--- src/design/iwm_pkg.sv ---
// Shared IWM read-side types, window timing constants and register-select encoding
`default_nettype none

package iwm_pkg;

    // ========================================================================
    // Constants
    // ========================================================================

    localparam int BYTE_W = 8;                       // Data byte width

    // Window lengths in 7 MHz enable cycles
    localparam logic [5:0] WINDOW_SHORT = 6'd14;     // 3.5-inch, or 5.25-inch fast
    localparam logic [5:0] WINDOW_LONG  = 6'd28;     // 5.25-inch slow
    localparam logic [5:0] HALF_SHORT   = 6'd7;
    localparam logic [5:0] HALF_LONG    = 6'd14;

    // CLK_14M cycles from an accepted async read to the data clear
    localparam logic [5:0] ASYNC_CLEAR_CYCLES = 6'd50;

    // Mode register bit positions
    localparam int MODE_ASYNC_BIT = 1;               // 1 = asynchronous handshake
    localparam int MODE_FAST_BIT  = 3;               // 1 = short windows on 5.25-inch

    localparam logic [BYTE_W-1:0] HANDSHAKE_VALUE = 8'h80;  // Write side always ready

    // ========================================================================
    // Types
    // ========================================================================

    // CPU access to the $C0E0-$C0EF block
    typedef struct packed {
        logic [3:0] addr;       // Soft-switch offset
        logic       rd;         // Read strobe
        logic       phi2_en;    // Valid part of the bus cycle
    } iwm_bus_t;

    // Latched soft-switch state
    typedef struct packed {
        logic             q6;
        logic             q7;
        logic [BYTE_W-1:0] mode;
    } iwm_switch_t;

    // Status of the selected drive
    typedef struct packed {
        logic motor_active;     // Motor commanded on
        logic motor_spinning;   // Physical spindle state
        logic disk_ready;       // Track data valid
        logic disk_mounted;     // Image loaded
        logic is_35_inch;       // 0 = 5.25-inch
        logic sense;            // Status sense line
    } iwm_drive_t;

    // Register chosen by {Q7,Q6}
    typedef enum logic [1:0] {
        sel_data      = 2'b00,
        sel_status    = 2'b01,
        sel_handshake = 2'b10,
        sel_ones      = 2'b11
    } reg_sel_t;

endpackage

`default_nettype wire

--- src/design/iwm_flux_window.sv ---
// Flux edge capture, read window state machine and read shift register
`timescale 1ns/10ps
`default_nettype none

module iwm_flux_window (
    input  wire                          CLK_14M,
    input  wire                          RESET,
    input  wire                          clk_7m_en,        // 7 MHz state machine enable
    input  wire                          flux_transition,  // Pulse per flux reversal
    input  iwm_pkg::iwm_drive_t          drive,
    input  iwm_pkg::iwm_switch_t         sw,
    input  wire                          decoder_reset,    // Force machine to idle
    output logic [iwm_pkg::BYTE_W-1:0]   rsh,              // Read shift register
    output logic                         byte_completing   // MSB set while decoding
);

    typedef enum logic [1:0] {
        st_idle  = 2'd0,
        st_edge0 = 2'd1,    // Waiting for a flux in the window
        st_edge1 = 2'd2     // Flux seen, waiting out the half window
    } rd_state_t;

    rd_state_t   state;
    logic [5:0]  win_cnt;       // Window countdown in 7 MHz cycles
    logic        prev_flux;
    logic        flux_seen;     // Edge caught at 14 MHz, consumed at 7 MHz
    logic        flux_pending;  // Edge that arrived during the half window

    wire active     = drive.motor_spinning && drive.disk_ready;
    wire flux_edge  = flux_transition && !prev_flux;
    wire short_win  = drive.is_35_inch || sw.mode[iwm_pkg::MODE_FAST_BIT];

    wire [5:0] full_window = short_win ? iwm_pkg::WINDOW_SHORT : iwm_pkg::WINDOW_LONG;
    wire [5:0] half_window = short_win ? iwm_pkg::HALF_SHORT : iwm_pkg::HALF_LONG;

    assign byte_completing = rsh[iwm_pkg::BYTE_W-1] && active;

    // ========================================================================
    // Window state machine
    // ========================================================================

    always_ff @(posedge CLK_14M or posedge RESET) begin
        if (RESET) begin
            state        <= st_idle;
            win_cnt      <= 6'd0;
            rsh          <= '0;
            prev_flux    <= 1'b0;
            flux_seen    <= 1'b0;
            flux_pending <= 1'b0;
        end else begin
            prev_flux <= flux_transition;
            if (flux_edge)
                flux_seen <= 1'b1;              // Never miss a short pulse

            if (clk_7m_en && active) begin
                case (state)
                    st_idle: begin
                        state     <= st_edge0;
                        win_cnt   <= full_window;
                        rsh       <= '0;
                        flux_seen <= 1'b0;      // Drop stale edges on start
                    end
                    st_edge0: begin
                        if (flux_seen || flux_pending) begin
                            state        <= st_edge1;
                            win_cnt      <= half_window;
                            flux_seen    <= 1'b0;
                            flux_pending <= 1'b0;
                        end else if (win_cnt == 6'd1) begin
                            rsh     <= {rsh[iwm_pkg::BYTE_W-2:0], 1'b0};  // No flux, a 0
                            win_cnt <= full_window;
                        end else begin
                            win_cnt <= win_cnt - 6'd1;
                        end
                    end
                    st_edge1: begin
                        // Hold an early flux for the next window
                        if (flux_seen) begin
                            flux_pending <= 1'b1;
                            flux_seen    <= 1'b0;
                        end
                        if (win_cnt == 6'd1) begin
                            rsh     <= {rsh[iwm_pkg::BYTE_W-2:0], 1'b1};
                            state   <= st_edge0;
                            win_cnt <= full_window;
                        end else begin
                            win_cnt <= win_cnt - 6'd1;
                        end
                    end
                    default: state <= st_idle;
                endcase

                // Data register takes the byte on this cycle
                if (rsh[iwm_pkg::BYTE_W-1])
                    rsh <= '0;
            end

            // Drive stopped or track invalid
            if (!active) begin
                state        <= st_idle;
                win_cnt      <= 6'd0;
                flux_seen    <= 1'b0;
                flux_pending <= 1'b0;
            end

            if (decoder_reset)
                state <= st_idle;               // Mode change restarts decode
        end
    end

endmodule

`default_nettype wire

--- src/design/iwm_data_latch.sv ---
// Data register, bit-7 acknowledge flag and same-cycle bypass of a completing byte
`timescale 1ns/10ps
`default_nettype none

module iwm_data_latch (
    input  wire                          CLK_14M,
    input  wire                          RESET,
    input  wire [iwm_pkg::BYTE_W-1:0]    rsh,
    input  wire                          byte_completing,
    input  wire                          data_clear,      // Read mode entered
    input  wire                          ack_set,         // Valid async read accepted
    input  wire                          async_clear,     // Async countdown expired
    output logic [iwm_pkg::BYTE_W-1:0]   effective_raw,   // Data or bypassed rsh
    output logic [iwm_pkg::BYTE_W-1:0]   effective_data   // Raw with bit 7 masked if acked
);

    logic [iwm_pkg::BYTE_W-1:0] data_reg;
    logic                       ack;        // Bit 7 already handed to the CPU
    logic                       ack_eff;

    // ========================================================================
    // Data register and acknowledge
    // ========================================================================

    always_ff @(posedge CLK_14M or posedge RESET) begin
        if (RESET) begin
            data_reg <= '0;
            ack      <= 1'b0;
        end else begin
            if (byte_completing) begin
                data_reg <= rsh;                // New byte beats any clear
                ack      <= 1'b0;
            end else if (data_clear || async_clear) begin
                data_reg <= '0;
                ack      <= 1'b0;
            end
            if (ack_set)
                ack <= 1'b1;                    // Read in progress wins
        end
    end

    // Bypass so a read in the completing cycle sees the new byte
    always_comb begin
        effective_raw  = byte_completing ? rsh : data_reg;
        ack_eff        = ack && !byte_completing;
        effective_data = effective_raw;
        if (ack_eff)
            effective_data[iwm_pkg::BYTE_W-1] = 1'b0;
    end

endmodule

`default_nettype wire

--- src/design/iwm_read_ctrl.sv ---
// Motor and mode edge control, once-per-read detection and asynchronous clear countdown
`timescale 1ns/10ps
`default_nettype none

module iwm_read_ctrl (
    input  wire                          CLK_14M,
    input  wire                          RESET,
    input  iwm_pkg::iwm_bus_t            bus,
    input  iwm_pkg::iwm_switch_t         sw,
    input  iwm_pkg::iwm_drive_t          drive,
    input  iwm_pkg::reg_sel_t            sel,             // Immediate Q7/Q6 select
    input  wire [iwm_pkg::BYTE_W-1:0]    effective_raw,
    input  wire                          byte_completing,
    output logic                         decoder_reset,
    output logic                         data_clear,
    output logic                         ack_set,
    output logic                         async_clear
);

    logic       motor_was_on;   // Motor command last cycle
    logic       rw_mode;        // 1 while in write mode
    logic       rd_latched;     // Current strobe already handled
    logic       bc_prev;        // byte_completing last cycle
    logic [5:0] async_cnt;      // Cycles left to the async clear

    wire is_async   = sw.mode[iwm_pkg::MODE_ASYNC_BIT];

    // Read mode from standstill, or Q7 dropped out of write mode
    wire enter_read = drive.motor_active && !motor_was_on && !sw.q7 && !drive.motor_spinning;
    wire leave_write = drive.motor_active && motor_was_on && rw_mode && !sw.q7;

    wire rd_accept  = bus.rd && bus.phi2_en && !rd_latched;  // First phi2 of strobe
    wire data_read  = rd_accept && (sel == iwm_pkg::sel_data);
    wire valid_read = data_read && drive.motor_active && is_async &&
                      effective_raw[iwm_pkg::BYTE_W-1];
    wire bc_rise    = byte_completing && !bc_prev;

    assign data_clear    = enter_read || leave_write;
    assign decoder_reset = enter_read || leave_write;
    assign ack_set       = valid_read;
    assign async_clear   = (async_cnt == 6'd1) && is_async;

    // ========================================================================
    // Mode tracking
    // ========================================================================

    always_ff @(posedge CLK_14M or posedge RESET) begin
        if (RESET) begin
            motor_was_on <= 1'b0;
            rw_mode      <= 1'b0;
        end else begin
            motor_was_on <= drive.motor_active;
            if (enter_read || leave_write)
                rw_mode <= 1'b0;
            else if (drive.motor_active && sw.q7 && !rw_mode)
                rw_mode <= 1'b1;
            else if (!drive.motor_active && motor_was_on)
                rw_mode <= 1'b0;                // Motor command dropped
        end
    end

    // ========================================================================
    // Read detection and async countdown
    // ========================================================================

    always_ff @(posedge CLK_14M or posedge RESET) begin
        if (RESET) begin
            rd_latched <= 1'b0;
            bc_prev    <= 1'b0;
            async_cnt  <= 6'd0;
        end else begin
            bc_prev <= byte_completing;
            if (!bus.rd)
                rd_latched <= 1'b0;
            else if (rd_accept)
                rd_latched <= 1'b1;

            if (async_cnt != 6'd0)
                async_cnt <= async_cnt - 6'd1;
            if (bc_rise || !drive.motor_spinning || !drive.disk_ready)
                async_cnt <= 6'd0;              // New byte or drive stopped

            // Start, or restart when the read meets a fresh byte
            if (valid_read && (async_cnt == 6'd0 || byte_completing))
                async_cnt <= iwm_pkg::ASYNC_CLEAR_CYCLES;
        end
    end

endmodule

`default_nettype wire

--- src/design/iwm_bus_read.sv ---
// Immediate Q6/Q7 decode, status byte assembly and CPU read data multiplexer
`timescale 1ns/10ps
`default_nettype none

module iwm_bus_read (
    input  iwm_pkg::iwm_bus_t            bus,
    input  iwm_pkg::iwm_switch_t         sw,
    input  iwm_pkg::iwm_drive_t          drive,
    input  wire [iwm_pkg::BYTE_W-1:0]    effective_data,
    output iwm_pkg::reg_sel_t            sel,
    output logic [iwm_pkg::BYTE_W-1:0]   data_out
);

    logic                       imm_q6;
    logic                       imm_q7;
    logic [iwm_pkg::BYTE_W-1:0] status;

    // ========================================================================
    // Register select and read mux
    // ========================================================================

    always_comb begin
        // Access to 0xC-0xF overrides the latch for this access only
        imm_q6 = (bus.addr[3:1] == 3'b110) ? bus.addr[0] : sw.q6;
        imm_q7 = (bus.addr[3:1] == 3'b111) ? bus.addr[0] : sw.q7;
        sel    = iwm_pkg::reg_sel_t'({imm_q7, imm_q6});

        // Sense, reserved 0, motor on with disk, mode[4:0]
        status = {drive.sense, 1'b0, drive.motor_active && drive.disk_mounted,
                  sw.mode[4:0]};

        case (sel)
            iwm_pkg::sel_data:
                data_out = drive.motor_active ? effective_data : 8'hFF;  // Off reads 0xFF
            iwm_pkg::sel_status:    data_out = status;
            iwm_pkg::sel_handshake: data_out = iwm_pkg::HANDSHAKE_VALUE;
            default:                data_out = 8'hFF;
        endcase
    end

endmodule

`default_nettype wire

--- src/design/iwm_flux_top.sv ---
// Top level of the IWM read path, wiring control, flux window, data latch and bus read
`timescale 1ns/10ps
`default_nettype none

module iwm_flux_top (
    input  wire                          CLK_14M,
    input  wire                          RESET,
    input  wire                          clk_7m_en,
    input  iwm_pkg::iwm_bus_t            bus,
    input  iwm_pkg::iwm_switch_t         sw,
    input  iwm_pkg::iwm_drive_t          drive,
    input  wire                          flux_transition,
    output logic [iwm_pkg::BYTE_W-1:0]   data_out
);

    logic [iwm_pkg::BYTE_W-1:0] rsh;
    logic                       byte_completing;
    logic                       decoder_reset;
    logic                       data_clear;
    logic                       ack_set;
    logic                       async_clear;
    logic [iwm_pkg::BYTE_W-1:0] effective_raw;
    logic [iwm_pkg::BYTE_W-1:0] effective_data;
    iwm_pkg::reg_sel_t          sel;

    // ========================================================================
    // Control
    // ========================================================================

    iwm_read_ctrl u_ctrl (
        .CLK_14M, .RESET, .bus, .sw, .drive, .sel, .effective_raw, .byte_completing,
        .decoder_reset, .data_clear, .ack_set, .async_clear
    );

    // ========================================================================
    // Datapath
    // ========================================================================

    iwm_flux_window u_window (
        .CLK_14M, .RESET, .clk_7m_en, .flux_transition, .drive, .sw, .decoder_reset,
        .rsh, .byte_completing
    );

    iwm_data_latch u_latch (
        .CLK_14M, .RESET, .rsh, .byte_completing, .data_clear, .ack_set, .async_clear,
        .effective_raw, .effective_data
    );

    iwm_bus_read u_bus (
        .bus, .sw, .drive, .effective_data, .sel, .data_out
    );

endmodule

`default_nettype wire

--- config.mk ---
export PLATFORM = sky130hd
export DESIGN_NAME = iwm_flux_top
export DESIGN_NICKNAME = d
export VERILOG_FILES = /design/src/design/iwm_pkg.sv /design/src/design/iwm_flux_window.sv /design/src/design/iwm_data_latch.sv /design/src/design/iwm_read_ctrl.sv /design/src/design/iwm_bus_read.sv /design/src/design/iwm_flux_top.sv
export SDC_FILE = /design/constraint.sdc
export NUM_CORES = 1
export LEC_CHECK = 0
export ABC_AREA = 1
export BUFFER_PORTS_ARGS = -buffer_cell sky130_fd_sc_hd__buf_2
export CORE_MARGIN = 3
export CORE_UTILIZATION = 62
export CTS_CLUSTER_DIAMETER = 30
export CTS_CLUSTER_SIZE = 20
export DETAILED_ROUTE_END_ITERATION = 12
export PLACE_DENSITY = 0.85
export RECOVER_POWER = 25
export SLEW_MARGIN = 10
export SYNTH_ARGS = -nofsm -noshare
export SYNTH_HDL_FRONTEND = slang
export SYNTH_SLANG_ARGS = --single-unit
--- constraint.sdc ---
create_clock -name CLK_14M -period 2.4 [get_ports CLK_14M]
set_input_delay 0.6 -clock CLK_14M [delete_from_list [all_inputs] [get_ports CLK_14M]]
set_output_delay 0.6 -clock CLK_14M [all_outputs]
set_load 0.05 [all_outputs]
---- After elaboration in Yosys (flattened, before gate mapping) ----
Index checks and enable logic that the tools add are counted.
Widths: inputs -> output; s select.
word-level totals
  register bits ........................... 38
  bits of input ports ..................... 26
  output and inout port bits .............. 8
  logic and storage cells ................. 138
operators by class
  add/subtract/negate cells ............... 2
  equal/unequal tests ..................... 20
  muxes and demuxes ....................... 48
  reduce and logical (&&, ||, !) cells .... 54
operators by type and width
  kind                 count
  $mux 8               8
  $pmux 8 s3           2
  $mux 6               7
  $logic_and 1x1->1    24
  $mux 1               20
  $pmux 6 s3           1
  $eq 6x1->1 const B   2
  $sub 6x1->6 const B  2
  $logic_not 1->1      10
  $mux 2               5
  $ne 3x2->1 const B   3
  $reduce_bool 3->1    3
  $ne 4x3->1 const B   2
  $logic_or 1x1->1     7
  $eq 3x3->1 const B   2
  $logic_not 6->1      1
  $ne 3x1->1 const B   2
  $ne 3x3->1 const B   2
  $pmux 2 s3           1
  $reduce_bool 6->1    1
  $mux 5               1
  $reduce_and 5->1     1
  $eq 2x1->1 const B   2
  $eq 2x2->1 const B   2
  other kinds (12)     13

---- Depth between registers and ports, before layout ----
  depth in word-level cells ............... 9
  depth in mapped cells ................... 10
  depth with buffers taken out ............ 10

---- Hierarchy ----
A second synthesis with hierarchy kept.
second synthesis, totals
  cell total of the unflattened synthesis .. 384
  area, all modules ....................... 2844.0 um^2
modules (own cells, without submodules)
  module           instances  cells an instance  area an instance (um^2)  sequential area each (um^2)
  iwm_flux_window  1          176                1305.0                   475.5
  iwm_read_ctrl    1          81                 678.2                    250.2
  iwm_data_latch   1          67                 550.5                    225.2
  iwm_bus_read     1          60                 310.3                    0.0

---- Worst setup path before layout ----
Ideal clock, no wire load.
  path kind ............................... in2out
  start ................................... in bus[3] in the netlist's numbering
  end ..................................... out data_out[2] in the netlist's numbering
  arrival ................................. 1.856 ns
  required time ........................... 1.800 ns
  setup slack ............................. -0.056 ns
  cell stages on the path ................. 7
  buffers on the path ..................... 0
  path through ............................ inv_1 nand3_1 nand2_1 nand2_2 nor2_8 inv_2 o21ai_1
on the way
  word-level cells in the longest chain between the ends .. 4
  elaborated cells between the ends (all ways) .. 8
  those cells by class .................... eq/ne: 4; mux: 3; reduce/logical: 1
RTL lines
  element                             line                                    RTL
  start: declaration                  iwm_flux_top.sv:9                       input iwm_pkg::iwm_bus_t bus,
  $eq 3x3->1 (on tied branches)       iwm_bus_read.sv:24, iwm_bus_read.sv:25
  $mux 1 (on tied branches)           iwm_bus_read.sv:24, iwm_bus_read.sv:25
  $eq 2x2->1 (tied with other cells)  iwm_bus_read.sv:32                      case (sel)
  $pmux 8 s3 *                        iwm_bus_read.sv:32
  end: declaration                    iwm_flux_top.sv:13                      output logic [iwm_pkg::BYTE_W-1:0] data_out
Every way passes the cells marked *; elsewhere a longest branch is shown, timed or not.

---- Worst setup path after layout ----
  start ................................... in bus[3] in the netlist's numbering
  end ..................................... out data_out[4] in the netlist's numbering
Same word-level chain as after synthesis.

==> impl_results.md <==
* Outcome: finished, final reports clean
* Post-DP HPWL at between 3000 and 4000 um
* Switching share of power at 0.333
* Cell area after synthesis at 0.00249 mm2
* Final Cycle Share at 0.948
* Synth top area share at 0.382
* PD cells at 543 mW/mm2
* WP data arrival at 1.67 ns
* Worst Hold Launch: flux_transition
* Synth warnings at 0
* Max VDD drop at 0.407 mV
* RSZ-0062 raised after global routing: false
* Antenna diode count at 0
* Initial core utilization at 0.661
* Gp weighted congestion at roughly 0.85
* Crit path max fanout at 9
* Max Cap Violations at 0
* Slew Viols, Final at 0
* P_sw at 0.510 mW
* Drt first pass iters at 5
* Most frequent cell after synthesis: nand2_1
* CTS tree: built
* RR Startpoint: u_window.state[0]
* Port bufs at 30
* Worst-margin pin slew at 0.936 ns
* Die area at 0.00482 mm2
* Initial antenna violation count at 0
* Num rows at 22
* Die height at a little under 70 um
* Hold Fails Final Rpt at 0
* Tot Pwr at 1.53 mW
* Sequential area share after synthesis at 0.382
* Core area at ~0.0038 mm2
* Largest net degree at the start of global routing at 39
* Slew margin rel. at 0.376
* H-tree depth at 2
* Top cell type by total area after synthesis: dfrtp_1
* Clock root buffer: clkbuf_8
* # hold bufs at CTS at 0
* Pleak at approximately 1.4 nW
* Die W at 69.4 um
* Gate power share at 0.255
* Top FF cell, synth: dfrtp_1
* Skew-Pair Late Insertion Delay at about 0.29 ns
* CTS Buffer Depth at 2
* Int Power at 1.02 mW
* Fin util at 0.748
* Worst path cell trace: buf_2, inv_1, nand3_1, nand2_1, nand2_2, nor2_8, inv_2, o21ai_1, buf_2
* Crit path top cell by count: buf_2
* Number of global-route vias before repair at 2100
* Crit path launch type: input pin
* Slowest stage delay, CP at 0.27 ns
* # clock sinks at 38
* Fmax at 440 MHz
* I/O pin count at 34
* Crit-path slowest cell: buf_2
* Detailed Route Iter0 Violations at 185
* CP required at 1.80 ns
* Post-synth EDFFs at 0
* Cts bufs inserted at 5
* # DRC at 0
* Mapped Avg Cell Area at between 7 and 8 um2
* Register share of total power at 0.448
* Post-Syn Instances at 326
* Clock network power share at 0.297
* Critical Path Sink Type: output port
* Clk_skew at 0.00652 ns
* Asr flop ratio synth at 1.00
* Crit Path Class: input pin to output port
* Most frequent cells after synthesis: nand2_1 (72), inv_1 (47), dfrtp_1 (38)
* Via/cell ratio at 5.45
* ANT nets after route at 0
* GRT overflow at 0
* Clk slew on worst S/H paths at 0.07 ns
* Via count at 2261
* Post-synth cell types at 35
* GRT Total Usage at 0.240
* Hold WC Path Type: input pin to flop
* First-pass GRT wire length at 9380 um
* Setup Viol. Count Final at 0
* Routed WL per cell at around 13 um
* Drt total wl at 5390 um
* Synth area leaders: dfrtp_1 (38%), nand2_1 (11%), inv_1 (7.1%), nand3_1 (6.6%), ha_1 (5.0%)
* Flop and latch count out of synthesis at 38
* Crit path time final at 2.27 ns
* Final net count at 402
* CP startpoint: bus[3]
* Mapped Nets at 362
* Area grow syn2layout at 13.2%
* Share of cells above drive strength 1 at 0.193
## per-stage QoR
step	cells	TNS [ns]	setup slack, ns	hold WS (ns)	area [um2]
after floorplan	326	-0.225	-0.0562	0.442	2490
after global placement	407	0	0.144	0.453	2730
after detailed placement	407	0	0.124	0.460	2730
after CTS	415	0	0.121	0.425	2820
after global routing	415	0	0.00576	0.434	2820
final	415	0	0.126	0.428	2820
## worst paths after layout
kind                                        to  slack (ns)  cells past startpoint
max                                data_out[4]        0.13                      9
min                         u_window.prev_flux        0.43                      1
max reg2reg                u_window.win_cnt[2]        0.59                      7
min reg2reg                    u_window.rsh[0]        0.48                      2
max in group asynchronous  u_ctrl.async_cnt[3]        1.24                      3
min in group asynchronous      u_window.rsh[2]        0.58                      3
## cell type report
cell class | instances | area [um2]
clock inverter | 1 | 5.00
clock buffer | 7 | 86.3
timing repair buffer | 35 | 185
fill | 289 | 951
tap | 48 | 60.1
multi-input combinational | 234 | 1330
inverter | 52 | 200
sequential | 38 | 951
## power by group through the flow
stage / registers (mW) / logic [mW] / clock network (mW)
after CTS: 0.687 / 0.391 / 0.458
after floorplan: 0.694 / 0.295 / 0
after global placement: 0.699 / 0.378 / 0
after global routing: 0.690 / 0.435 / 0.485
after detailed placement: 0.699 / 0.388 / 0
final: 0.687 / 0.391 / 0.455
## worst max-delay path, delay by kind of cell
| family | cells | cell delay, ns |
|---|---|---|
| simple gates | 4 | 0.43 |
| buf+inv | 4 | 0.51 |
| compound gates | 1 | 0.13 |
## logic make-up after synthesis
| family | share of synthesized area |
|---|---|
| simple gates | 0.343 |
| buf+inv | 0.0838 |
| compound gates | 0.131 |
| flops | 0.382 |
| fa+ha+maj | 0.0502 |
| xor+xnor | 0.0105 |
## per-layer routing
metal	up-vias	track usage	part of all wire
met5	-	0	0
li1	1136	-	-
met1	1054	0.324	0.45
met2	59	0.380	0.47
met3	12	0.0507	0.049
met4	0	0.0889	0.023
## what timing repair did
item,4_1_cts,5_1_grt
endpoints found under the setup margin,0,1
buffers inserted,0,0
gates resized for setup,0,1
## placed cells by master, fill, tap and decap left out, types with 2 or more instances in the layout
cell and count:
a211oi_1 4, a21oi_1 7, buf_2 27, buf_4 4
clkbuf_1 3, clkbuf_8 6, dfrtp_1 38, ha_1 10
inv_1 47, inv_2 4, nand2_1 72, nand2_2 8
nand2_4 3, nand3_1 33, nand3_2 2, nand3_4 3
nand3b_1 3, nand4_1 4, nor2_1 33, nor2_2 2
nor2_4 2, nor2_8 2, o211ai_1 2, o21ai_0 18
o21ai_1 7, o22ai_1 8, xor2_1 2
Power figures use the tool's default switching activity.
